[config.mk]
export PLATFORM = sky130hd
export DESIGN_NAME = regFile
export DESIGN_NICKNAME = d
export VERILOG_FILES = /design/src/pipePkg.sv /design/src/regFile.sv
export SDC_FILE = /design/constraint.sdc
export NUM_CORES = 2
export LEC_CHECK = 0
export BUFFER_PORTS_ARGS = -buffer_cell sky130_fd_sc_hd__buf_4
export CAP_MARGIN = 0
export CORE_ASPECT_RATIO = 0.8
export CORE_UTILIZATION = 50
export CTS_BUF_LIST = sky130_fd_sc_hd__clkbuf_8
export CTS_CLUSTER_DIAMETER = 100
export DETAILED_ROUTE_END_ITERATION = 12
export GPL_ROUTABILITY_DRIVEN = 0
export GPL_TIMING_DRIVEN = 0
export MAX_ROUTING_LAYER = met4
export PLACE_DENSITY = 0.64
export REMOVE_ABC_BUFFERS = 1
export SYNTH_ARGS = -nofsm -noshare
export SYNTH_HDL_FRONTEND = slang
export SYNTH_SLANG_ARGS = --single-unit
export TNS_END_PERCENT = 50
[constraint.sdc]
create_clock -name clk -period 5.75 [get_ports clk]
set_clock_uncertainty 0.15 [all_clocks]
set_input_delay 1.4375 -clock clk [delete_from_list [all_inputs] [get_ports clk]]
set_output_delay 1.4375 -clock clk [all_outputs]
set_load 0.02 [all_outputs]
[src/pipePkg.sv]
package pipePkg;

    localparam int regAddrW = 5;
    localparam int dataW    = 32;
    localparam int memWords = 64;
    localparam int immW     = 16;
    localparam int regCount = 1 << regAddrW;
    localparam int memAddrW = $clog2(memWords);

    typedef enum logic [2:0] {
        opNop    = 3'd0,
        opAlu    = 3'd1,
        opAluImm = 3'd2,
        opLoad   = 3'd3,
        opStore  = 3'd4,
        opBeq    = 3'd5
    } opT;

    // Operand source select for the forwarding muxes
    typedef enum logic [1:0] {
        fwdReg   = 2'b00,
        fwdMem   = 2'b01,
        fwdWb    = 2'b10,
        fwdStall = 2'b11
    } fwdT;

    typedef struct packed {
        logic                valid;
        opT                  op;
        logic [regAddrW-1:0] ra1;
        logic [regAddrW-1:0] ra2;
        logic [regAddrW-1:0] wa;
        logic [immW-1:0]     imm;
    } instT;

    typedef struct packed {
        logic                valid;
        opT                  op;
        logic [regAddrW-1:0] wa;
        logic [dataW-1:0]    rd1;
        logic [dataW-1:0]    rd2;
        logic [dataW-1:0]    imm;
        fwdT                 fwdA;
        fwdT                 fwdB;
        fwdT                 fwdSw;
    } idExT;

    typedef struct packed {
        logic                valid;
        opT                  op;
        logic [regAddrW-1:0] wa;
        logic [dataW-1:0]    aluResult;
        logic [dataW-1:0]    storeData;
    } exMemT;

    typedef struct packed {
        logic                valid;
        logic                regWrite;
        logic [regAddrW-1:0] wa;
        logic [dataW-1:0]    data;
    } memWbT;

    typedef struct packed {
        logic                valid;
        logic [regAddrW-1:0] addr;
        logic [dataW-1:0]    data;
    } wbT;

    typedef struct packed {
        logic valid;
        logic taken;
    } brT;

    // Ops that produce a register result
    function automatic logic isWriter(opT op);
        return (op == opAlu) || (op == opAluImm) || (op == opLoad);
    endfunction

    function automatic logic [dataW-1:0] signExt(logic [immW-1:0] imm);
        return {{(dataW - immW){imm[immW-1]}}, imm};
    endfunction

endpackage
[src/regFile.sv]
`timescale 1ns/1ps

module regFile import pipePkg::*; (
    input  logic                clk,
    input  logic                rstN,
    input  logic [regAddrW-1:0] ra1,
    input  logic [regAddrW-1:0] ra2,
    input  wbT                  wr,
    output logic [dataW-1:0]    rd1,
    output logic [dataW-1:0]    rd2
);

    logic [dataW-1:0] regs [regCount];

    always_ff @(posedge clk) begin
        if (!rstN) begin
            for (int i = 0; i < regCount; i++) begin
                regs[i] <= '0;
            end
        end else if (wr.valid && wr.addr != '0) begin
            regs[wr.addr] <= wr.data;
        end
    end

    // Write-through so a WB writer needs no forward path
    always_comb begin
        rd1 = regs[ra1];
        if (ra1 == '0) begin
            rd1 = '0;
        end else if (wr.valid && wr.addr == ra1) begin
            rd1 = wr.data;
        end

        rd2 = regs[ra2];
        if (ra2 == '0) begin
            rd2 = '0;
        end else if (wr.valid && wr.addr == ra2) begin
            rd2 = wr.data;
        end
    end

endmodule

==> out/results.tsv <==
metric	value	unit
cap_violations	0	
wl_met2	85.8	mm
io_buffer_count	113	
clockBufferDepth	3	
cts_inserted_buffers	165	
regArea	30700	sq um
status	finished with violations	
area_delta_synth_final	14.0	%
rsz0062_at_grt	no	
dr.pass1.iters	7	
worst_slew_pin_slew	1.15	ns
dp_hpwl	116	mm
final_common_cell	edfxtp_1	
multi_input_area	23400	sq um
drc_errors	0	
place_ws	-1.14	ns
fp.coreArea	109000	sq um
grt_pass1_vias	36000	
final_cell_mix	edfxtp_1, and2_1, mux4_2	
grt_pass1_wl	269	mm
antenna_found_initial	11	
synth_largest_area_cell	edfxtp_1	
hold_buffers	0	
wl_per_cell	36.0	microns
initial_utilization	50.7	%
synthCells	3818	
filler_cell_count	8370	
crit_type	in2out	
cts_tree	built	
grt_max_degree	87	
synth_compound_area_share	6.47	%
ant_nets	0	
synthSimpleGateAreaFrac	12.6	%
finalPower	0.0173	W
die-height	300	microns
violations	setup timing	
top_layer	met4	
yosys_warnings	0	
path_max_fanout	53	
clock-sinks	1024	
top_register	regs	
ys_seq_area_share	55.6	%
max-vdd-ir-drop	0.000244	V
required	4.16	ns
die_width	374	microns
p_per_area	274	nW/um^2
hold_viol	0	
clockRootBuffer	clkbuf_8	
yosysTopAreaCellShare	55.6	%
io_pins	114	
hold_depth	2	
num-nets-final	3907	
rows	108	
final.setup.tns	-0.166	ns
worstPathArrival	4.22	ns
reg.largest.list	regs (1024)	
period_needed	5.81	ns
synth_area_leaders	edfxtp_1, mux4_2, and2_1	
layout_setup_ws	-0.0595	ns
yosys.area_share.adder	0	%
grt_overflow	0	
finalSetupViolCount	8	
vias	36900	
clk_pin_slew	0.06	ns
fin_crit_sh	101	%
wl_met1	72.8	mm
synth_area	55300	sq um
fp.dieArea	112000	sq um
route.met3.wl	24.9	mm
critPathCaptureType	output port	
drive_above_1_share	23.6	%
synth_mux_area_share	21.4	%
ys_ff_latch	1024	
worst_slew_margin_rel	23.2	%
cp-start-kind	input port	
syn_avg_cell_area	14.5	sq um
largest_reg_flops	1024	
track_usage	35.4	%
synth_top_family_by_area	multiplexers	
fmax	172	MHz
synth_cell_types	56	
leakage	22.4	nW
wirelength	194	mm
synth-xor-area-share	0.158	%
hold_class	in2reg	
slew_viol_final	0	
dr.first_iter.drc_count	5615	
cts-htree-levels	4	
via_per_inst	6.82	
-- layer usage --
layer | vias to the layer above | GRT usage, %
li1 | 14800 | -
met4 | 0 | 18.9
met1 | 18700 | 45.1
met2 | 2802 | 51.2
met5 | - | -
met3 | 555 | 10.3
-- path summary, 6_finish.rpt --
path | start | end | slack, ns
worst max-delay path | ra1[2] | rd1[16] | -0.06
worst min-delay path | wr[31] | regs[11][31] | 0.95
-- timing repair --
item / in CTS / in global routing
resized for setup: 34 / 11
buffers inserted: 6 / 0
pin swaps: 4 / 1
endpoints found under the setup margin: 64 / 35
cloned: 12 / 5
endpoints found under the hold margin: 0 / 0
-- layout make-up --
type | count | area share (%)
sequential | 1024 | 48.8
multi-input combinational | 2406 | 37.1
timing repair buffer | 257 | 6.74
clock buffer | 172 | 3.75
tap | 1430 | 2.84
clock inverter | 111 | 0.786
antenna | 6 | 0.0238
inverter | 3 | 0.0179
-- cells in the mapped netlist, drive strengths merged --
cell	n
a211o	1
nand2	80
a2111oi	12
nor4b	1
o21a	2
or2	3
o221a	19
nor2b	5
or3	4
xnor2	10
a31oi	2
nor3b	2
o211ai	11
clkbuf	280
a221o	11
a22oi	105
nor3	2
conb	1
a21oi	55
and3b	1
o211a	1
nand4	3
buf	138
edfxtp	1024
nand2b	4
a22o	12
mux2i	328
nand3b	4
and2	996
a32o	32
o221ai	38
nor2	43
a211oi	33
inv	3
o21ai	96
a221oi	22
nand4b	1
nor4	1
nand3	10
mux2	12
or3b	3
o22ai	37
mux4	370
-- logic make-up (layout without fill, tap and decap cells) --
| family | count (synthesis) | after routing |
|---|---|---|
| simple gates | 1163 | 1165 |
| flops | 1024 | 1024 |
| mux | 710 | 710 |
| compound gates | 489 | 489 |
| buf+inv | 421 | 543 |
| xor+xnor | 10 | 10 |
| other cells | 1 | 38 |
-- per-stage QoR --
step | cell area, sq um | utilization [%] | hold slack, ns | cells
after global routing | 63000 | 57.8 | 0.946 | 5406
after detailed placement | 59500 | 54.5 | 1.83 | 5097
final | 63100 | 57.8 | 0.952 | 5409
after CTS | 62900 | 57.7 | 0.889 | 5398
after floorplan | 53400 | - | 1.49 | 3431
after global placement | 56000 | 51.3 | 1.82 | 4974
-- critical path, stage by stage --
cell and delay, ns:
buf_12 0.29, buf_16 0.31, and2_2 0.60, buf_12 0.31, a21oi_1 0.09, o21ai_0 0.24, a32o_1 0.54, buf_4 0.23
-- where the power goes --
group	total [W]	switching, W	internal (W)	leakage, nW
Sequential	0.00883	0.000207	0.00863	9.75
Clock	0.00583	0.00300	0.00283	1.67
Combinational	0.00262	0.00156	0.00106	11.0
Total	0.0173	0.00477	0.0125	22.4
No activity file was read; power rests on OpenSTA's default activity.
