==> src/pipePkg.sv <==
package pipePkg;

    localparam int regAddrW = 5;
    localparam int dataW    = 32;
    localparam int memWords = 64;
    localparam int immW     = 16;
    localparam int regCount = 1 << regAddrW;
    localparam int memAddrW = $clog2(memWords);

    typedef enum logic [2:0] {
        opNop    = 3'd0,
        opAlu    = 3'd1,
        opAluImm = 3'd2,
        opLoad   = 3'd3,
        opStore  = 3'd4,
        opBeq    = 3'd5
    } opT;

    // Operand source select for the forwarding muxes
    typedef enum logic [1:0] {
        fwdReg   = 2'b00,
        fwdMem   = 2'b01,
        fwdWb    = 2'b10,
        fwdStall = 2'b11
    } fwdT;

    typedef struct packed {
        logic                valid;
        opT                  op;
        logic [regAddrW-1:0] ra1;
        logic [regAddrW-1:0] ra2;
        logic [regAddrW-1:0] wa;
        logic [immW-1:0]     imm;
    } instT;

    typedef struct packed {
        logic                valid;
        opT                  op;
        logic [regAddrW-1:0] wa;
        logic [dataW-1:0]    rd1;
        logic [dataW-1:0]    rd2;
        logic [dataW-1:0]    imm;
        fwdT                 fwdA;
        fwdT                 fwdB;
        fwdT                 fwdSw;
    } idExT;

    typedef struct packed {
        logic                valid;
        opT                  op;
        logic [regAddrW-1:0] wa;
        logic [dataW-1:0]    aluResult;
        logic [dataW-1:0]    storeData;
    } exMemT;

    typedef struct packed {
        logic                valid;
        logic                regWrite;
        logic [regAddrW-1:0] wa;
        logic [dataW-1:0]    data;
    } memWbT;

    typedef struct packed {
        logic                valid;
        logic [regAddrW-1:0] addr;
        logic [dataW-1:0]    data;
    } wbT;

    typedef struct packed {
        logic valid;
        logic taken;
    } brT;

    // Ops that produce a register result
    function automatic logic isWriter(opT op);
        return (op == opAlu) || (op == opAluImm) || (op == opLoad);
    endfunction

    function automatic logic [dataW-1:0] signExt(logic [immW-1:0] imm);
        return {{(dataW - immW){imm[immW-1]}}, imm};
    endfunction

endpackage
==> src/dataMem.sv <==
`timescale 1ns/1ps

module dataMem import pipePkg::*; (
    input  logic  clk,
    input  logic  rstN,
    input  exMemT mem,
    output memWbT wb
);

    logic [dataW-1:0]    words [memWords];
    logic [memAddrW-1:0] wordAddr;

    // Word address from the byte address
    assign wordAddr = mem.aluResult[memAddrW+1:2];

    always_ff @(posedge clk) begin
        if (!rstN) begin
            for (int i = 0; i < memWords; i++) begin
                words[i] <= '0;
            end
        end else if (mem.valid && mem.op == opStore) begin
            words[wordAddr] <= mem.storeData;
        end
    end

    assign wb.valid    = mem.valid;
    assign wb.regWrite = mem.valid && isWriter(mem.op);
    assign wb.wa       = mem.wa;
    assign wb.data     = (mem.op == opLoad) ? words[wordAddr] : mem.aluResult;

endmodule

==> config.mk <==
export PLATFORM = sky130hd
export DESIGN_NAME = dataMem
export DESIGN_NICKNAME = d
export VERILOG_FILES = /design/src/pipePkg.sv /design/src/dataMem.sv
export SDC_FILE = /design/constraint.sdc
export NUM_CORES = 2
export LEC_CHECK = 0
export ABC_AREA = 1
export BUFFER_PORTS_ARGS = -buffer_cell sky130_fd_sc_hd__buf_2
export CAP_MARGIN = 20
export CORE_MARGIN = 2
export CORE_UTILIZATION = 34
export DETAILED_ROUTE_END_ITERATION = 6
export PLACE_DENSITY = 0.5
export RECOVER_POWER = 50
export SYNTH_ARGS = -nofsm -noshare
export SYNTH_HDL_FRONTEND = slang
export SYNTH_SLANG_ARGS = --single-unit
==> constraint.sdc <==
create_clock -name clk -period 4.25 [get_ports clk]
set_clock_uncertainty 0.2 [all_clocks]
set_input_delay 0.2125 -clock clk [delete_from_list [all_inputs] [get_ports clk]]
set_output_delay 0.2125 -clock clk [all_outputs]
set_load 0.1 [all_outputs]
==> reports/results.ini <==
[placed_design]
place_ws_ns = 0.400
portBuffers = 103
gp_congestion = 0.922
dp_hpwl_um = 206000
dp.cells = 14357

[yosys]
async_flop_share_pct = 0
seq_area_frac_synth_pct = 64.1
synth_nets = 11112
synth.distinct_cells = 24
synth_edf_count = 2048
yosysWarnings = 0
synth_area_um2 = 95900
synth-main-ff-cell = edfxtp_1
synth_simple_gate_area_share_pct = 31.7
ys_seq_elements = 2048
syn_inst = 11037
synthXorXnorAreaFrac_pct = 0
synth_mux_area_share_pct = 0
syn_area_per_cell_um2 = 8.69
synth_top_family_by_area = simple AND/OR/NAND/NOR gates
synth_compound_area_share_pct = 0.245
synth_fa_ha_area_share_pct = 0

[final_layout]
area_growth_pct = 13.0
largest_reg_flops = 2048
num-fill-cells = 28179
regMostFlops = words
layout.cells.non_filler = 14798
top_regs = words x2048
drive_gt1_share_pct = 6.95
final_util_pct = 38.7
nets = 10971

[cts]
cts_resized = 0
clock_path_buffers = 4
cts_tree = yes
cts-buffers-inserted = 229
cts.sinks = 2048
path_clk_slew_ns = 0.06
cts-htree-levels = 4
clockRootBuffer = clkbuf_16

[die]
die_x_um = 535
dieArea_um2 = 286000
start_util_pct = 34.3
pin_count = 114
die_h_um = 535
design.core.area_um2 = 280000
fp-row-count = 194

[timing]
worstMarginPinSlew_ns = 2.10
slew_headroom_pct = -39.9
finalSetupViolCount = 0
fmax_ghz = 0.237
finalHoldViolCount = 0
drv_slew = 237
tns_ns = 0
fin_crit_ns = 4.23
layout_setup_ws_ns = 0.0234
finalCritPeriodShare_pct = 99.4
rsz0062_at_grt = false

[pwr]
power.density_nw_per_um2 = 432
p_leak_uw = 0.0473
peakVddDrop_mv = 0.329

[critical_path]
worstSetupEndpointType = register
cp.arrival_ns = 4.55
crit_family = simple AND/OR/NAND/NOR gates
slowest_stage = nor4_1
slowest_delay_ns = 1.38
cp_cell_sequence = dlygate4sd3_1 -> clkbuf_1 -> nand4_1 -> nor4_1 -> clkbuf_1 -> nand2_1 -> buf_4 -> nand2_1 -> buf_4
start_kind = primary input
crit_buf_inv = 5
worstSetupPathType = in -> reg
cp_max_fo = 33
cp.required_ns = 4.57

[route]
first_pass_iters = 6
vias = 74343
detail_route.wl_per_cell_um = 23.4
ant_nets = 0
wirelength_um = 346000
drt_iter0_markers = 7969
drc_errors = 0
vias_per_cell = 5.02

[grt]
grt_pass1_vias = 71395
track_usage_pct = 23.8
grt_max_degree = 151
antenna_found_initial = 10
grt_pass1_wl_um = 505000
grt.overflow.total = 0

[outcome]
status = complete, but fails checks
violations = max-capacitance violations, max-slew violations

[flow_run]
drv_cap = 8

[min_path]
hp-class = in -> reg

-- worst min-delay path, stage by stage --
cell and delay [ns]:
dlygate4sd3_1 0.52, buf_2 0.12, inv_4 0.07, nor2_1 0.10
-- cells in the final DEF (no fill, tap or decap), types with 7 or more instances in the layout --
| cell type | Yosys | final |
|---|---|---|
| a21oi_1 | 18 | 18 |
| buf_12 | 0 | 93 |
| buf_2 | 166 | 65 |
| buf_4 | 8 | 181 |
| bufinv_16 | 0 | 9 |
| clkbuf_1 | 616 | 82 |
| clkbuf_16 | 0 | 232 |
| clkbuf_2 | 0 | 54 |
| clkinv_1 | 1 | 69 |
| clkinv_2 | 0 | 35 |
| diode_2 | 0 | 7 |
| dlygate4sd3_1 | 0 | 32 |
| edfxtp_1 | 2048 | 2048 |
| inv_1 | 77 | 76 |
| inv_4 | 0 | 27 |
| nand2_1 | 5759 | 5759 |
| nand2_2 | 16 | 16 |
| nand3_1 | 47 | 47 |
| nor2_1 | 2137 | 2132 |
| o211ai_1 | 8 | 8 |
| o21ai_0 | 14 | 14 |
| or2_2 | 29 | 29 |
-- cells by family after synthesis --
group | count (synthesis)
AOI/OAI and AO/OA | 42
DFF | 2048
and+or+nand+nor | 8005
buffers and inverters | 942
-- synthesized netlist by cell type, types with 2 or more instances --
cell | number | share of area, %
buf_2 | 166 | 0.87
nand3_1 | 47 | 0.25
buf_4 | 8 | 0.063
or2_2 | 29 | 0.19
nand4_1 | 2 | 0.013
nor3_1 | 4 | 0.021
buf_1 | 40 | 0.16
nand2_2 | 16 | 0.10
o21ai_0 | 14 | 0.073
inv_2 | 34 | 0.13
edfxtp_1 | 2048 | 64
nor4_4 | 6 | 0.13
a21oi_1 | 18 | 0.094
nor2_1 | 2137 | 8.4
nor3_4 | 2 | 0.034
clkbuf_1 | 616 | 2.4
a21boi_0 | 2 | 0.016
nand2_1 | 5759 | 23
inv_1 | 77 | 0.30
o211ai_1 | 8 | 0.063
-- final cells by class --
| class | instances | area, um2 | share of cell area [%] |
|---|---|---|---|
| clock buffer | 284 | 6000 | 5.54 |
| multi-input combinational | 8047 | 30600 | 28.2 |
| sequential | 2048 | 61500 | 56.8 |
| timing repair buffer | 458 | 4290 | 3.96 |
| tap | 3724 | 4660 | 4.30 |
| clock inverter | 118 | 807 | 0.745 |
| antenna | 7 | 17.5 | 0.0162 |
| inverter | 112 | 517 | 0.477 |
-- path summary, 6_finish.rpt --
check,startpoint,to,depth (start not counted)
hold / removal,mem[26],words[63][26],4
setup / recovery,rstN,words[57][23],9
-- metal layers --
layer | up-vias | routed length (um) | share of wire (%) | track usage, %
li1 | 34397 | - | - | -
met1 | 36561 | 148000 | 43 | 32.9
met2 | 2860 | 160000 | 46 | 38.2
met3 | 525 | 24100 | 7.0 | 2.98
met4 | 0 | 14000 | 4.0 | 8.67
met5 | - | 0 | 0 | 0
-- report_power, final --
| group | switching (uW) | internal, uW | total (uW) |
|---|---|---|---|
| registers | 271 | 23200 | 23400 |
| clock network | 8350 | 10500 | 18800 |
| logic | 3510 | 1090 | 4590 |
-- what timing repair did --
action,CTS,global route
buffers inserted,0,0
hold buffers,32,0
endpoints found under the hold margin,1274,0
-- through the flow --
| step | hold slack (ns) | total power, uW | instance area (um2) |
|---|---|---|---|
| floorplan | 0.259 | 26400 | 95900 |
| global placement | 0.226 | 28400 | 102000 |
| detailed placement | 0.226 | 28500 | 102000 |
| CTS | 0.00999 | 47100 | 109000 |
| global route | 0.0519 | 48300 | 108000 |
| finish | 0.0513 | 46900 | 108000 |
(Power assumes the default switching activity.)
