File: src/pipePkg.sv
package pipePkg;

    localparam int regAddrW = 5;
    localparam int dataW    = 32;
    localparam int memWords = 64;
    localparam int immW     = 16;
    localparam int regCount = 1 << regAddrW;
    localparam int memAddrW = $clog2(memWords);

    typedef enum logic [2:0] {
        opNop    = 3'd0,
        opAlu    = 3'd1,
        opAluImm = 3'd2,
        opLoad   = 3'd3,
        opStore  = 3'd4,
        opBeq    = 3'd5
    } opT;

    // Operand source select for the forwarding muxes
    typedef enum logic [1:0] {
        fwdReg   = 2'b00,
        fwdMem   = 2'b01,
        fwdWb    = 2'b10,
        fwdStall = 2'b11
    } fwdT;

    typedef struct packed {
        logic                valid;
        opT                  op;
        logic [regAddrW-1:0] ra1;
        logic [regAddrW-1:0] ra2;
        logic [regAddrW-1:0] wa;
        logic [immW-1:0]     imm;
    } instT;

    typedef struct packed {
        logic                valid;
        opT                  op;
        logic [regAddrW-1:0] wa;
        logic [dataW-1:0]    rd1;
        logic [dataW-1:0]    rd2;
        logic [dataW-1:0]    imm;
        fwdT                 fwdA;
        fwdT                 fwdB;
        fwdT                 fwdSw;
    } idExT;

    typedef struct packed {
        logic                valid;
        opT                  op;
        logic [regAddrW-1:0] wa;
        logic [dataW-1:0]    aluResult;
        logic [dataW-1:0]    storeData;
    } exMemT;

    typedef struct packed {
        logic                valid;
        logic                regWrite;
        logic [regAddrW-1:0] wa;
        logic [dataW-1:0]    data;
    } memWbT;

    typedef struct packed {
        logic                valid;
        logic [regAddrW-1:0] addr;
        logic [dataW-1:0]    data;
    } wbT;

    typedef struct packed {
        logic valid;
        logic taken;
    } brT;

    // Ops that produce a register result
    function automatic logic isWriter(opT op);
        return (op == opAlu) || (op == opAluImm) || (op == opLoad);
    endfunction

    function automatic logic [dataW-1:0] signExt(logic [immW-1:0] imm);
        return {{(dataW - immW){imm[immW-1]}}, imm};
    endfunction

endpackage
File: src/forwardUnit.sv
`timescale 1ns/1ps

module forwardUnit import pipePkg::*; (
    input  instT             inst,
    input  idExT             exStage,
    input  exMemT            memStage,
    input  logic [dataW-1:0] rd1,
    input  logic [dataW-1:0] rd2,
    input  logic [dataW-1:0] memFwd,
    input  wbT               wbFwd,
    output fwdT              fwdA,
    output fwdT              fwdB,
    output fwdT              fwdSw,
    output fwdT              brFwdA,
    output fwdT              brFwdB,
    output logic             hazard,
    output brT               brOut
);

    logic exWr, memWr, wbWr;
    logic exLoad, memLoad;
    logic exHit1, exHit2, memHit1, memHit2, wbHit1, wbHit2;
    logic [dataW-1:0] brA, brB;

    // Codes as seen from EX one cycle after issue
    function automatic fwdT aluCode(logic inEx, logic exIsLoad, logic inMem);
        if (inEx) begin
            return exIsLoad ? fwdStall : fwdMem;
        end
        if (inMem) begin
            return fwdWb;
        end
        return fwdReg;
    endfunction

    // Branch resolves in ID, so an EX writer is still too far away
    function automatic fwdT brCode(logic inEx, logic inMem, logic memIsLoad, logic inWb);
        if (inEx) begin
            return fwdStall;
        end
        if (inMem) begin
            return memIsLoad ? fwdStall : fwdMem;
        end
        if (inWb) begin
            return fwdWb;
        end
        return fwdReg;
    endfunction

    assign exWr    = exStage.valid && isWriter(exStage.op) && exStage.wa != '0;
    assign memWr   = memStage.valid && isWriter(memStage.op) && memStage.wa != '0;
    assign wbWr    = wbFwd.valid && wbFwd.addr != '0;
    assign exLoad  = exStage.op == opLoad;
    assign memLoad = memStage.op == opLoad;

    assign exHit1  = exWr && exStage.wa == inst.ra1;
    assign exHit2  = exWr && exStage.wa == inst.ra2;
    assign memHit1 = memWr && memStage.wa == inst.ra1;
    assign memHit2 = memWr && memStage.wa == inst.ra2;
    assign wbHit1  = wbWr && wbFwd.addr == inst.ra1;
    assign wbHit2  = wbWr && wbFwd.addr == inst.ra2;

    always_comb begin
        fwdA   = fwdReg;
        fwdB   = fwdReg;
        fwdSw  = fwdReg;
        brFwdA = fwdReg;
        brFwdB = fwdReg;
        if (inst.valid) begin
            case (inst.op)
                opAlu: begin
                    fwdA = aluCode(exHit1, exLoad, memHit1);
                    fwdB = aluCode(exHit2, exLoad, memHit2);
                end
                opAluImm, opLoad: begin
                    fwdA = aluCode(exHit1, exLoad, memHit1);
                end
                opStore: begin
                    fwdA  = aluCode(exHit1, exLoad, memHit1);
                    fwdSw = aluCode(exHit2, exLoad, memHit2);
                end
                opBeq: begin
                    brFwdA = brCode(exHit1, memHit1, memLoad, wbHit1);
                    brFwdB = brCode(exHit2, memHit2, memLoad, wbHit2);
                end
                default: ;
            endcase
        end
    end

    assign hazard = (fwdA == fwdStall) || (fwdB == fwdStall) || (fwdSw == fwdStall) ||
                    (brFwdA == fwdStall) || (brFwdB == fwdStall);

    always_comb begin
        case (brFwdA)
            fwdMem:  brA = memFwd;
            fwdWb:   brA = wbFwd.data;
            default: brA = rd1;
        endcase
        case (brFwdB)
            fwdMem:  brB = memFwd;
            fwdWb:   brB = wbFwd.data;
            default: brB = rd2;
        endcase
    end

    assign brOut.valid = inst.valid && inst.op == opBeq && !hazard;
    assign brOut.taken = brOut.valid && (brA == brB);

endmodule

File: config.mk
export PLATFORM = sky130hd
export DESIGN_NAME = forwardUnit
export DESIGN_NICKNAME = d
export VERILOG_FILES = /design/src/pipePkg.sv /design/src/forwardUnit.sv
export SDC_FILE = /design/constraint.sdc
export NUM_CORES = 1
export LEC_CHECK = 0
export BUFFER_PORTS_ARGS = -buffer_cell sky130_fd_sc_hd__buf_2
export CAP_MARGIN = 20
export CORE_AREA = 2 2 143 145
export DETAILED_ROUTE_END_ITERATION = 6
export DIE_AREA = 0 0 145 147
export GPL_ROUTABILITY_DRIVEN = 0
export SYNTH_ARGS = -nofsm -noshare
export SYNTH_HDL_FRONTEND = slang
export SYNTH_SLANG_ARGS = --single-unit
File: constraint.sdc
create_clock -name vclk -period 4.25
set_input_delay 0.425 -clock vclk [all_inputs]
set_output_delay 0.425 -clock vclk [all_outputs]
set_load 0.05 [all_outputs]
==> impl_metrics.ini <==
[sta]
maxSlewHeadroom = 0.714
slew_viol_final = 0
min_period_ns = 4.09
fin_crit_sh = 0.963
worst_slack_ns = 0.159
tightest_slew_ns = 0.428
max_freq_ghz = 0.244
setup_viol = 0
hold_viol_final = 0

[die]
core-area_mm2 = 0.0198
die_area_mm2 = 0.0213
pin_count = 366
start_util = 0.114
die_w_um = 145
die_y_um = 147
rows = 52

[pwr]
p_leak_nw = 1.74
p_seq_frac = 0
power.switching_mw = 0.120
power_frac_clock = 0
combPwrFrac = 1.000
swShare = 0.514
worst_ir_drop_vdd_mv = 0.0359
power_per_cell_area_mw_per_mm2 = 58.3
p_int_mw = 0.113

[cells_and_area]
num-fill-cells = 2246
seqCellArea_um2 = 0
final_common_cell = buf_2
clkbuf_count = 0
nNetsFinal = 896
syn_to_final_growth_pct = 77.0
stdcell_count = 811
nFlopsAndLatches = 0
multi_input_area_mm2 = 0.00230
final_cell_mix = buf_2 (178), nand2_1 (66), a22oi_1 (60), o21ai_0 (51), xor2_1 (46)
drive_above_1_share = 0.460

[synthesis]
yosysSeqAreaShare = 0
postSynthCellCount = 351
yosysTopAreaCell = a22oi_1
synth_area_leaders = a22oi_1 (21%), xor2_1 (18%), o21ai_0 (14%), nand2_1 (11%), xnor2_1 (5.8%)
syn-num-nets = 710
synth.top_cell.area_share = 0.213
synth_warnings = 0
yosysUniqueCellTypes = 34
synthesis.area_mm2 = 0.00225
syn-mean-instance-area_um2 = 6.42

[placed_design]
port_buffers = 179
dpl.cell_count = 796
pre_cts_slack_ns = -0.0848
post-dp-hpwl_um = 10100

[worst_setup_path]
cp_data_arrival_time_ns = 3.67
worstPathRequired_ns = 3.83
startpoint_type = input port
critical_path_class = in2out
cp_max_fo = 9
setup.worst_path.end_class = output port

[routing]
drtIter0Drc = 156
firstDrtPassIters = 5
routed_via_density = 4.16
ant_nets = 0
routedWlPerCell_um = 16.7
totalWireLength_um = 13600
vias = 3370
drc = 0

[global_route]
grt_use_met1 = 0.149
grt_first_pass_wirelength_um = 18200
grt_pass1_vias = 3135
grt_max_degree = 33
grt_use_met2 = 0.174
grt_usage = 0.109
grt_use_met3 = 0.0385
antenna_found_initial = 9
grt.overflow.total = 0
grt_most_used_layer = met2

[job]
timing.max_cap.violations = 0

[min_path]
worstHoldPathType = in2out

[clocking]
ctsHoldBuffers = 0

[status]
status = finished clean
==> final timing paths <==
path    startpoint  slack (ns)  endpoint  depth (start not counted)
max   memStage[65]        0.16  brOut[0]                         16
min       inst[33]        1.24   fwdB[1]                          3
==> cells by family (layout without fill, tap and decap cells) <==
group | Yosys count | after routing | synth area share
fa+ha+maj | 6 | 6 | 0.0333
mux | 4 | 4 | 0.0205
simple gates | 113 | 113 | 0.260
compound gates | 138 | 138 | 0.389
buf+inv | 28 | 212 | 0.0566
other cells | 0 | 6 | 0
xor+xnor | 62 | 62 | 0.241
==> cell usage after synthesis (2+ instances only) <==
master,count
nor3_2,4
a21o_1,3
xor2_1,47
mux2i_1,2
nand4_2,3
nor3_1,6
nor4_1,9
o21ai_1,5
nand2_1,66
buf_2,15
or4_1,2
o21ai_0,62
a22oi_1,64
a21oi_1,2
inv_1,2
ha_1,6
nand3_1,6
clkbuf_1,10
xnor2_1,15
nor2_1,7
nand3b_1,2
==> power by group through the flow <==
| stage | Combinational (mW) | Clock, mW | Sequential (mW) |
|---|---|---|---|
| detailed placement | 0.221 | 0 | 0 |
| global placement | 0.220 | 0 | 0 |
| finish | 0.233 | 0.000000189 | 0 |
| CTS | 0.225 | 0 | 0 |
| floorplan | 0.0917 | 0 | 0 |
| global route | 0.259 | 0.0000000315 | 0 |
==> critical path, cell delays in order <==
cell and delay, ns:
buf_2 0.11, or4_1 0.53, nor2_2 0.16, nor4b_4 0.08, nand4_2 0.08, mux2i_1 0.18
buf_4 0.15, a21oi_4 0.07, ha_4 0.39, buf_4 0.19, o21ai_0 0.12, xor2_1 0.21
nor4_2 0.34, nand4_1 0.22, nor3_4 0.24, buf_12 0.16
==> per-layer routing <==
metal | share of wire | vias to the layer above
li1 | - | 1673
met2 | 0.43 | 165
met3 | 0.12 | 6
met4 | 0.0039 | 4
met5 | 0.0020 | -
met1 | 0.44 | 1522
==> final cells by class <==
class | count | share of cell area
inverter | 2 | 0.00188
timing repair buffer | 210 | 0.334
tap | 270 | 0.0846
multi-input combinational | 323 | 0.575
antenna | 6 | 0.00376
==> repair_timing <==
action,CTS,global route
gates resized for setup,2,33
gates cloned,0,5
hold endpoints to repair,0,0
setup endpoints to repair,1,1
pin swaps,0,9
setup buffers,0,4
==> stage by stage <==
stage / cell area (um^2) / hold slack, ns / setup TNS [ns] / total power, mW / utilization
4_1_cts: 3680 / 1.24 / 0 / 0.225 / 0.186
2_1_floorplan: 2270 / 0.952 / 0 / 0.0917 / -
6_report: 3990 / 1.24 / 0 / 0.233 / 0.201
3_5_place_dp: 3670 / 1.24 / -0.0848 / 0.221 / 0.185
3_3_place_gp: 3670 / 1.24 / -0.107 / 0.220 / 0.185
5_1_grt: 3980 / 1.26 / -0.0415 / 0.259 / 0.201
No activity file was read; power rests on OpenSTA's default activity.
