**config.mk**
```make
export PLATFORM = sky130hd
export DESIGN_NAME = executeStage
export DESIGN_NICKNAME = d
export VERILOG_FILES = /design/src/pipePkg.sv /design/src/executeStage.sv
export SDC_FILE = /design/constraint.sdc
export NUM_CORES = 1
export LEC_CHECK = 0
export BUFFER_PORTS_ARGS = -buffer_cell sky130_fd_sc_hd__buf_2
export CORE_ASPECT_RATIO = 1.75
export CORE_MARGIN = 2
export CORE_UTILIZATION = 28
export DETAILED_ROUTE_END_ITERATION = 12
export PLACE_DENSITY = 0.57
export SLEW_MARGIN = 10
export SYNTH_ARGS = -nofsm -noshare
export SYNTH_HDL_FRONTEND = slang
export SYNTH_SLANG_ARGS = --single-unit
```
**constraint.sdc**
```tcl
create_clock -name vclk -period 5.8
set_clock_uncertainty 0.2 [all_clocks]
set_input_delay 0.58 -clock vclk [all_inputs]
set_output_delay 0.58 -clock vclk [all_outputs]
set_load 0.03 [all_outputs]
```
**src/pipePkg.sv**
```systemverilog
package pipePkg;

    localparam int regAddrW = 5;
    localparam int dataW    = 32;
    localparam int memWords = 64;
    localparam int immW     = 16;
    localparam int regCount = 1 << regAddrW;
    localparam int memAddrW = $clog2(memWords);

    typedef enum logic [2:0] {
        opNop    = 3'd0,
        opAlu    = 3'd1,
        opAluImm = 3'd2,
        opLoad   = 3'd3,
        opStore  = 3'd4,
        opBeq    = 3'd5
    } opT;

    // Operand source select for the forwarding muxes
    typedef enum logic [1:0] {
        fwdReg   = 2'b00,
        fwdMem   = 2'b01,
        fwdWb    = 2'b10,
        fwdStall = 2'b11
    } fwdT;

    typedef struct packed {
        logic                valid;
        opT                  op;
        logic [regAddrW-1:0] ra1;
        logic [regAddrW-1:0] ra2;
        logic [regAddrW-1:0] wa;
        logic [immW-1:0]     imm;
    } instT;

    typedef struct packed {
        logic                valid;
        opT                  op;
        logic [regAddrW-1:0] wa;
        logic [dataW-1:0]    rd1;
        logic [dataW-1:0]    rd2;
        logic [dataW-1:0]    imm;
        fwdT                 fwdA;
        fwdT                 fwdB;
        fwdT                 fwdSw;
    } idExT;

    typedef struct packed {
        logic                valid;
        opT                  op;
        logic [regAddrW-1:0] wa;
        logic [dataW-1:0]    aluResult;
        logic [dataW-1:0]    storeData;
    } exMemT;

    typedef struct packed {
        logic                valid;
        logic                regWrite;
        logic [regAddrW-1:0] wa;
        logic [dataW-1:0]    data;
    } memWbT;

    typedef struct packed {
        logic                valid;
        logic [regAddrW-1:0] addr;
        logic [dataW-1:0]    data;
    } wbT;

    typedef struct packed {
        logic valid;
        logic taken;
    } brT;

    // Ops that produce a register result
    function automatic logic isWriter(opT op);
        return (op == opAlu) || (op == opAluImm) || (op == opLoad);
    endfunction

    function automatic logic [dataW-1:0] signExt(logic [immW-1:0] imm);
        return {{(dataW - immW){imm[immW-1]}}, imm};
    endfunction

endpackage
```
**src/executeStage.sv**
```systemverilog
`timescale 1ns/1ps

module executeStage import pipePkg::*; (
    input  idExT             ex,
    input  logic [dataW-1:0] memFwd,
    input  logic [dataW-1:0] wbFwd,
    output exMemT            out
);

    logic [dataW-1:0] opA;
    logic [dataW-1:0] regB;
    logic [dataW-1:0] opB;
    logic [dataW-1:0] storeVal;
    logic             useImm;

    function automatic logic [dataW-1:0] pick(
        fwdT              code,
        logic [dataW-1:0] regVal,
        logic [dataW-1:0] memVal,
        logic [dataW-1:0] wbVal
    );
        case (code)
            fwdMem:  return memVal;
            fwdWb:   return wbVal;
            // Stall codes never reach EX
            default: return regVal;
        endcase
    endfunction

    assign useImm = (ex.op == opAluImm) || (ex.op == opLoad) || (ex.op == opStore);

    assign opA      = pick(ex.fwdA, ex.rd1, memFwd, wbFwd);
    assign regB     = pick(ex.fwdB, ex.rd2, memFwd, wbFwd);
    assign storeVal = pick(ex.fwdSw, ex.rd2, memFwd, wbFwd);
    assign opB      = useImm ? ex.imm : regB;

    assign out.valid     = ex.valid;
    assign out.op        = ex.op;
    assign out.wa        = ex.wa;
    assign out.aluResult = opA + opB;
    assign out.storeData = storeVal;

endmodule

```
==> results.md, run 1 <==
- Worst-case headroom to the max-slew limit: 0.336
- Count of unique library cells instantiated by Yosys: 47
- Number of hold-slack violations in the final timing report: 0
- Max-slew violations: 0
- HP Start: ex[105]
- Largest voltage drop on the vdd net: between 0.09 and 0.1 mV
- Antenna violations before repair: 2
- Max cap viols: 0
- CP most frequent cell: a21oi_1
- Initial standard-cell utilization of the core: 0.289
- Number of DRC markers in iteration 0: 319
- Post-detailed-routing wire length: around 19 mm
- Power density cells: 207 mW/mm2
- Worst hold path class: in2out
- Number of nets in the synthesized netlist: 871
- Setup repair bufs after CTS: 0
- Placement Setup Slack: ~0.79 ns
- Cell with the biggest individual delay on the critical path: ha_1
- Global placer's final weighted congestion: just under 0.9
- Total number of nets in the final design: roughly 1100
- Leakage component of the power: between 0.002 and 0.0025 uW
- Fraction of met1 tracks used by global routing: 0.235
- Drt wl/cell: roughly 19 um
- DP HPWL: roughly 16 mm
- Area occupied by registers: 0 um2
- Data required time at the worst endpoint: between 5 and 6 ns
- Area of the multi-input gates: 0.00358 mm2
- Number of global-route vias before repair: ~5300
- Type of element capturing the critical path: output pin
- Gate count after technology mapping: ~660
- Clock buffer cells: 0
- Syn Area/Cell: about 5.9 um2
- Filler cells: ~1600
- Aggregate global routing overflow: 0
- Worst-Margin Slew: between 0.9 and 1 ns
- Number of instances on the worst hold path: 0
- Width of the die: around 93 um
- Vias after detailed routing: 5577
- Area of the die: around 0.015 mm2
- Number of buffer cells added on primary ports: around 240
- Utilization of the core after routing: 0.378
- Number of buffers added to fix hold violations after cts: 0
- GRT Overall Usage: 0.239
- RSZ-0062 raised after global routing: no
- Synth Cell Area: slightly below 0.004 mm2
- Seq/Total Area, Yosys: 0
- Run status: completed
- Largest net degree at the start of global routing: 65
- Endpoint arrival time on the critical path: 4.29 ns
- Final Setup Violations: 0
- Achievable clock frequency: approximately 200 MHz
- First-pass GRT wire length: about 28 mm
- Global routing usage on met2: 0.479
- Most utilized layer in the global route result: met2
- Series of cell instances along the critical path: buf_2 -> inv_1 -> ha_1 -> buf_4 -> a22oi_1 -> nor2_1 -> a21oi_1 -> o21ai_0 -> ha_1 -> a21oi_1 -> o21ai_0 -> a21oi_1 -> a21bo_1 -> a41o_1 -> a41oi_2 -> xnor2_1 -> buf_2
- Height of the die: about 160 um
- Router iterations before antenna repair: 5
- Number of synthesis warnings: 0
- CP startpoint kind: primary input
- Overall power: 1050 uW
- Cells resized by post-CTS repair: 0
- Seq cells: 0
- Hold WS: slightly below 1 ns
- Avg Vias per Cell: approximately 5.5
- DRC errors left: 0
- Critical Path Fanout Max: 18
- Number of core rows: 56
- ANT nets after route: 0
- Total negative slack for setup checks: 0 ns
- Share of layout cells above drive strength 1: 0.306
- Fin worst setup slack: between 0.7 and 0.8 ns
- Area growth from synthesis to layout: 30.9%
- Classification of the worst setup path: in2out
- Largest stage delay on the critical path: about 0.57 ns
- Met3 usage in global routing: 0.0269
- I/O pin count: around 250
- Core box area: 0.0135 mm2
- Final worst path period share: 0.874
- Final Critical Period: about 5 ns
- Worst Hold Endpoint: out[67]
## power by group
group | internal (uW) | leakage (uW) | total, uW | switching [uW]
registers | 0 | 0 | 0 | 0
logic | 346 | 0.00247 | 1050 | 704
clock network | 0.0000461 | 0.0000000127 | 0.0000461 | 0
## per-layer routing
layer,share of wire,up-vias,wire [um]
met5,0,-,0
met4,0.056,0,1070
met3,0.070,48,1340
met2,0.54,271,10300
met1,0.33,2469,6380
li1,-,2789,-
## kinds of logic (layout without fill, tap and decap cells)
| logic type | Yosys count | after routing | synth area share |
|---|---|---|---|
| buffers and inverters | 73 | 254 | 0.0793 |
| XOR/XNOR | 28 | 28 | 0.0632 |
| AND/OR/NAND/NOR | 199 | 199 | 0.208 |
| other | 0 | 2 | 0 |
| adder cells (fa/ha/maj) | 38 | 38 | 0.124 |
| AO/OA/AOI/OAI | 318 | 318 | 0.520 |
| multiplexers | 2 | 2 | 0.00548 |
## area by class of cell
cell class / count / area share
Multi-Input combinational cell: 585 / 0.705
Antenna cell: 2 / 0.000985
Inverter: 10 / 0.00739
Tap cell: 174 / 0.0428
Timing Repair Buffer: 244 / 0.244
## cells in the final DEF (no fill, tap or decap), types with 3 or more instances in the layout
master	count
buf_2	236
nor3_1	5
inv_1	10
ha_2	3
xnor2_1	18
ha_1	34
o21a_1	4
nor2_1	48
a22oi_1	96
a21o_1	8
nand4_1	4
xor2_1	10
o21ai_0	112
a21oi_1	63
nand2_1	122
and3_1	7
buf_4	8
o21bai_1	3
nand3_1	7
a31oi_1	5
## how the worst max path moves through the flow
stage                from  slack [ns]  cells after the start       to
floorplan           ex[2]        0.92                     16  out[60]
global placement    ex[3]        0.80                     17  out[62]
detailed placement  ex[3]        0.79                     17  out[62]
CTS                 ex[3]        0.78                     17  out[62]
global route        ex[2]        0.49                     17  out[60]
finish              ex[3]        0.73                     17  out[62]
## cells in the mapped netlist (2+ instances only)
cell type	count	area, um2
xor2_1	10	87.6
inv_1	10	37.5
o21a_1	4	30.0
nor3_1	5	25.0
nand2_1	122	458
clkbuf_1	52	195
and3_1	7	43.8
a41o_1	2	20.0
a21o_1	8	60.1
xnor2_1	18	158
nor3b_1	2	15.0
a22oi_1	96	721
nand3_1	7	35.0
o31ai_1	2	15.0
nand4_1	4	25.0
a21oi_1	63	315
o31a_1	2	17.5
a21boi_0	2	15.0
buf_4	9	67.6
a31oi_1	5	31.3
o211ai_1	2	15.0
a211oi_1	2	15.0
nor2_1	48	180
o21ai_0	112	561
a21oi_2	2	17.5
and2_1	2	12.5
o21bai_1	3	22.5
ha_1	37	463
buf_1	2	7.51
## worst max-delay path, delay by kind of cell
family | cells | cell delay, ns
AND/OR/NAND/NOR | 1 | 0.12
buffers and inverters | 4 | 0.74
XOR/XNOR | 1 | 0.13
adder cells (fa/ha/maj) | 2 | 0.91
AO/OA/AOI/OAI | 9 | 1.81
## per-stage QoR
step,area (um2),cells
floorplan,3880,658
global placement,5080,1013
detailed placement,5080,1013
CTS,5080,1013
global route,5080,1014
finish,5080,1015
(Power assumes the default switching activity.)
==> run 2, diff against run 1 <==
ABC_AREA = 1   (was default)
PLACE_DENSITY = 0.54   (was 0.57)
==> run 2 against run 1 <==
Compared with the run above:
- first-iteration DRC count rose by 44%
- critical endpoint is now out[60]
- utilization fell by 1.4 points
- highest routed layer unchanged
- via count increased by 28%
- die area increased by 25%
- cell area grew 22%
- setup slack improved by 0.43 ns
- global-route usage shrank 1.0 points
- combinational power increased by 31%
- routed wire length grew 18%
- power increased by 31%
- sequential share of layout area did not move
==> results.md, run 2 <==
- Post-synth top area cell: nand2_1 (was a22oi_1)
- Top post-synthesis cells by count: nand2_1, inv_1, nor2_1 (was nand2_1, o21ai_0, a22oi_1)
- DRC errors left: 0 (unchanged)
- Max cap viols: 0 (unchanged)
- Core box area: 0.0170 mm2 (was 0.0135 mm2)
- Number of standard cells in the final layout excluding fillers: 1448 (was 1015)
- Total number of nets in the final design: 1430 (was 1054)
- Leakage component of the power: 0.00392 uW (was 0.00247 uW)
- Area growth from synthesis to layout: 26.9% (was 30.9%)
- Post-placement cell count: 1442 (was 1013)
- DP HPWL: 18.7 mm (was 15.8 mm)
- Post-detailed-routing wire length: 22.5 mm (was 19.1 mm)
- Fin worst setup slack: 1.16 ns (was 0.732 ns)
- Router iterations before antenna repair: 5 (unchanged)
- Number of buffer cells added on primary ports: 236 (unchanged)
- Width of the die: 104 um (was 93 um)
- Gate count after technology mapping: 1022 (was 658)
- Number of hold-slack violations in the final timing report: 0 (unchanged)
- Type of element capturing the critical path: output pin (unchanged)
- Largest voltage drop on the vdd net: 0.128 mV (was 0.0901 mV)
- Drt wl/cell: 15.5 um (was 18.8 um)
- Number of global-route vias before repair: 6837 (was 5277)
- I/O pin count: 248 (unchanged)
- Worst-case headroom to the max-slew limit: 0.227 (was 0.336)
- Number of buffers added to fix hold violations after cts: 0 (unchanged)
- Critical Path Fanout Max: 33 (was 18)
- Cell types occupying the most area after synthesis: nand2_1, inv_1, ha_1 (was a22oi_1, o21ai_0, ha_1)
- Classification of the worst setup path: in2out (unchanged)
- Highest-count cells in the layout ignoring fill and taps: nand2_1, buf_2, inv_1 (was buf_2, nand2_1, o21ai_0)
- Height of the die: 179 um (was 160 um)
- Final Setup Violations: 0 (unchanged)
- Max-slew violations: 0 (unchanged)
- RSZ-0062 raised after global routing: no (unchanged)
- Final Critical Period: 4.64 ns (was 5.07 ns)
- Total negative slack for setup checks: 0 ns (unchanged)
- Number of DRC markers in iteration 0: 458 (was 319)
- Share of layout cells above drive strength 1: 0.221 (was 0.306)
- Dominant cell by count in the synthesized netlist: nand2_1 (unchanged)
- Area of the die: 0.0186 mm2 (was 0.0149 mm2)
- Seq cells: 0 (unchanged)
- GRT Overall Usage: 0.229 (was 0.239)
- Seq/Total Area, Yosys: 0 (unchanged)
- Achievable clock frequency: 216 MHz (was 197 MHz)
- Syn Area/Cell: 4.78 um2 (was 5.90 um2)
- Data required time at the worst endpoint: 5.02 ns (about the same)
- Commonest non-fill, non-tap cell in the layout: nand2_1 (was buf_2)
- Largest net degree at the start of global routing: 63 (was 65)
- Vias after detailed routing: 7162 (was 5577)
- Antenna violations before repair: 4 (was 2)
- Placement Setup Slack: 1.14 ns (was 0.791 ns)
- Number of nets in the synthesized netlist: 1235 (was 871)
- First-pass GRT wire length: 34.7 mm (was 28.2 mm)
- Area occupied by registers: 0 um2 (unchanged)
- Final worst path period share: 0.800 (was 0.874)
- Cells resized by post-CTS repair: 0 (unchanged)
- Number of synthesis warnings: 0 (unchanged)
- Number of core rows: 63 (was 56)
- Worst hold path class: in2out (unchanged)
- Run status: completed (unchanged)
- Clock buffer cells: 0 (unchanged)
- Setup repair bufs after CTS: 0 (unchanged)
- Worst-Margin Slew: 1.16 ns (was 0.996 ns)
- Global placer's final weighted congestion: 0.863 (was 0.895)
- Count of unique library cells instantiated by Yosys: 26 (was 47)
- Power density cells: 222 mW/mm2 (was 207 mW/mm2)
- Aggregate global routing overflow: 0 (unchanged)
- Initial standard-cell utilization of the core: 0.287 (was 0.289)
- Endpoint arrival time on the critical path: 3.86 ns (was 4.29 ns)
- ANT nets after route: 0 (unchanged)
- CP startpoint kind: primary input (unchanged)
- Avg Vias per Cell: 4.95 (was 5.49)
- Fraction of synthesized cell area taken by the top area cell type: 0.257 (was 0.186)
- Synth Cell Area: 0.00488 mm2 (was 0.00388 mm2)
-- run 2: cell count changes in the layout (fill, tap and decap cells not counted), moves of 13 or more --
cell / previous run / this run
a21oi_1: 63 / 85
a22oi_1: 96 / 0
a31oi_1: 5 / 31
inv_1: 10 / 216
nand2_1: 122 / 334
nand2_2: 0 / 13
nand3_1: 7 / 23
nor2_1: 48 / 102
o21ai_0: 112 / 30
o221ai_1: 0 / 30
o22ai_1: 0 / 30
xnor2_1: 18 / 0
-- run 2: area by class of cell --
class              instances  area, um2
inverters                217        815
multi-input cells        752       3830
fillers                 2111      10800
well taps                227        284
diodes                     6       15.0
repair buffers           246       1260
-- run 2: logic make-up (layout without fill, tap and decap cells) --
logic type                 Yosys count  in the layout  share of synthesized area
other                                0              6                          0
and+or+nand+nor                    487            487                      0.399
adders and majority gates           38             38                     0.0989
xor gates and xnor gates            15             15                     0.0269
AOI/OAI and AO/OA                  212            212                      0.259
buffers and inverters              270            463                      0.216
-- run 2: report_power, final --
group	leakage (uW)	switching (uW)	internal (uW)
sequential	0	0	0
combinational	0.00392	954	421
clock	0.0000000380	0	0.000138
total	0.00392	954	421
-- run 2: worst paths after layout --
| kind | depth (start not counted) | slack, ns | to | startpoint |
|---|---|---|---|---|
| worst min-delay path | 0 | 0.96 | out[64] | ex[102] |
| worst max-delay path | 20 | 1.16 | out[60] | ex[2] |
-- run 2: routing by layer --
metal  vias up  GRT usage  routed length [um]
li1       3621          -                   -
met1      3185      0.275                8970
met2       302      0.436               11600
met3        54     0.0120                1190
met4         0     0.0687                 783
met5         -          0                   0
-- run 2: worst max-delay path: stages --
cell	delay, ns
buf_2	0.10
inv_1	0.04
ha_1	0.27
buf_4	0.35
inv_1	0.29
buf_4	0.30
nand2_1	0.10
a31oi_1	0.08
ha_1	0.31
fa_1	0.48
nand3_1	0.13
nand3_2	0.08
nand2_1	0.08
nand2_2	0.08
nand2_1	0.08
nand2_2	0.08
nand2_1	0.10
nand3_1	0.06
nand2_1	0.06
buf_2	0.19
-- run 2: stage by stage --
| stage | total power, uW | hold WS, ns | util | cell area, um2 |
|---|---|---|---|---|
| 2_1_floorplan | 967 | 1.09 | - | 4880 |
| 3_3_place_gp | 1370 | 0.960 | 0.363 | 6190 |
| 3_5_place_dp | 1370 | 0.960 | 0.363 | 6190 |
| 4_1_cts | 1380 | 0.960 | 0.363 | 6190 |
| 5_1_grt | 1520 | 0.960 | 0.364 | 6200 |
| 6_report | 1380 | 0.960 | 0.364 | 6200 |
==> run 3, diff against run 2 <==
PLACE_DENSITY = 0.56   (was 0.54)
clock period = 4.2 ns   (was 5.8 ns; I/O delays follow)
==> run 3 against run 2 <==
Compared with the run above:
- worst hold slack got worse by 0.32 ns
- setup slack got worse by 0.75 ns
- cell area increased by 1.5%
- highest routed layer unchanged
- critical path type unchanged
- die area unchanged
- power increased by 40%
- non-clock buffer count increased by 9
- count of clock-buffer cells in the layout unchanged
- via count decreased by 0.39%
==> results.md, run 3 (same netlist as run 2, synthesis figures left out) <==
- Run status: completed (unchanged)
- Number of buffers added to fix hold violations after cts: 0 (unchanged)
- Area occupied by registers: 0 um2 (unchanged)
- Number of DRC markers in iteration 0: 361 (was 458)
- Endpoint arrival time on the critical path: 3.17 ns (was 3.86 ns)
- Vias after detailed routing: 7134 (was 7162)
- Area growth from synthesis to layout: 28.8% (was 26.9%)
- Height of the die: 179 um (unchanged)
- Filler cells: 2111 (unchanged)
- Number of core rows: 63 (unchanged)
- ANT nets after route: 0 (unchanged)
- Setup repair bufs after CTS: 0 (unchanged)
- Worst-Margin Slew: 1.07 ns (was 1.16 ns)
- Largest net degree at the start of global routing: 34 (was 63)
- Cell with the biggest individual delay on the critical path: ha_1 (was fa_1)
- Worst hold path class: in2out (unchanged)
- Achievable clock frequency: between 200 and 300 MHz
- Commonest non-fill, non-tap cell in the layout: nand2_1 (unchanged)
- Int Pwr: 594 uW (was 421 uW)
- Max-slew violations: 0 (unchanged)
- Switch Pwr: 1330 uW (was 954 uW)
- Highest-count cells in the layout ignoring fill and taps: nand2_1, buf_2, inv_1 (unchanged)
- Area of the multi-input gates: 0.00383 mm2 (unchanged)
- Number of hold-slack violations in the final timing report: 0 (unchanged)
- Overall power: 1920 uW (was 1380 uW)
- Antenna violations before repair: 5 (was 4)
- Clock buffer cells: 0 (unchanged)
- Max cap viols: 0 (unchanged)
- Clock network power share: 0 (about the same)
- Power density cells: 305 mW/mm2 (was 222 mW/mm2)
- Critical Path Fanout Max: 29 (was 33)
- Post-detailed-routing wire length: 22.7 mm (was 22.5 mm)
- Worst-case headroom to the max-slew limit: 0.284 (was 0.227)
- Aggregate global routing overflow: 0 (unchanged)
- Leakage component of the power: 0.00397 uW (was 0.00392 uW)
- Number of global-route vias before repair: 6906 (was 6837)
- Width of the die: 104 um (unchanged)
- RSZ-0062 raised after global routing: no (unchanged)
- Startpoint of the worst setup timing path: ex[4] (was ex[2])
- GRT Overall Usage: 0.231 (was 0.229)
- Share of layout cells above drive strength 1: 0.226 (was 0.221)
- Final Setup Violations: 0 (unchanged)
- Area of the die: 0.0186 mm2 (unchanged)
- Global placer's final weighted congestion: 0.932 (was 0.863)
- Final Critical Period: around 3.8 ns
- Buf+Inv Stages, Crit Path: 8 (was 6)
- Combinational fraction of design power: 1.000 (about the same)
- I/O pin count: 248 (unchanged)
- DP HPWL: 19.3 mm (was 18.7 mm)
- Core box area: 0.0170 mm2 (unchanged)
- Sequential share of power: 0 (about the same)
- CP startpoint kind: primary input (unchanged)
- First-pass GRT wire length: 34.8 mm (was 34.7 mm)
- Total number of nets in the final design: 1439 (was 1430)
- HP Start: ex[102] (unchanged)
- Switching part of the total power: 0.690 (was 0.694)
- Number of buffer cells added on primary ports: 236 (unchanged)
- Seq cells: 0 (unchanged)
- Largest stage delay on the critical path: 0.37 ns (was 0.48 ns)
- Top delay family on crit path: buffers and inverters (unchanged)
- Classification of the worst setup path: in2out (unchanged)
- Type of element capturing the critical path: output pin (unchanged)
- Hold WS: 0.640 ns (was 0.960 ns)
- Router iterations before antenna repair: 5 (unchanged)
- Largest voltage drop on the vdd net: 0.206 mV (was 0.128 mV)
- Initial standard-cell utilization of the core: 0.287 (unchanged)
- Cells resized by post-CTS repair: 0 (unchanged)
- Total negative slack for setup checks: 0 ns (unchanged)
- Drt wl/cell: 15.6 um (was 15.5 um)
- DRC errors left: 0 (unchanged)
- Data required time at the worst endpoint: 3.58 ns (was 5.02 ns)
- Final worst path period share: 0.904
- Avg Vias per Cell: 4.90 (was 4.95)
- Series of cell instances along the critical path: buf_2 -> inv_1 -> ha_1 -> clkinv_1 -> buf_4 -> o221ai_1 -> o21ai_0 -> inv_1 -> ha_1 -> nand2_1 -> inv_1 -> nand2_1 -> inv_1 -> a21oi_1 -> nand2_2 -> nand2_1 -> nand3_1 -> nand2_1 -> buf_2 (was buf_2 -> inv_1 -> ha_1 -> buf_4 -> inv_1 -> buf_4 -> nand2_1 -> a31oi_1 -> ha_1 -> fa_1 -> nand3_1 -> nand3_2 -> nand2_1 -> nand2_2 -> nand2_1 -> nand2_2 -> nand2_1 -> nand3_1 -> nand2_1 -> buf_2)
==> run 3: cell types whose count changed in the layout (fill, tap and decap cells not counted), sizes merged <==
cell	previous run	this run
buf	246	255
diode	6	5
==> run 3: final timing paths <==
path                       to  slack [ns]  cells after the start
worst min-delay path  out[64]        0.64                      0
worst max-delay path  out[53]        0.41                     19
==> run 3: per-stage QoR <==
step                      area (um2)  instances  utilization  worst slack [ns]
after floorplan                 4880       1022            -             0.588
final                           6290       1456        0.369             0.405
after CTS                       6280       1451        0.369             0.393
after global routing            6290       1456        0.369             0.100
after global placement          6280       1451        0.369             0.437
after detailed placement        6280       1451        0.369             0.405
==> run 3: power groups by stage <==
stage | registers [uW] | logic [uW] | clock network [uW]
after global routing | 0 | 2110 | 0.000159
after CTS | 0 | 1920 | 0
after global placement | 0 | 1920 | 0
after floorplan | 0 | 1340 | 0
final | 0 | 1920 | 0.000159
after detailed placement | 0 | 1920 | 0
==> run 3: cell type report <==
class,count,area share
well taps,227,0.0451
repair buffers,255,0.214
inverters,217,0.129
multi-input cells,752,0.609
diodes,5,0.00199
==> run 3: layer usage <==
layer / global-route usage / vias up / part of all wire
li1: - / 3632 / -
met1: 0.267 / 3211 / 0.40
met2: 0.439 / 239 / 0.51
met4: 0.0895 / 0 / 0.041
met5: 0 / - / 0
met3: 0.0196 / 52 / 0.047
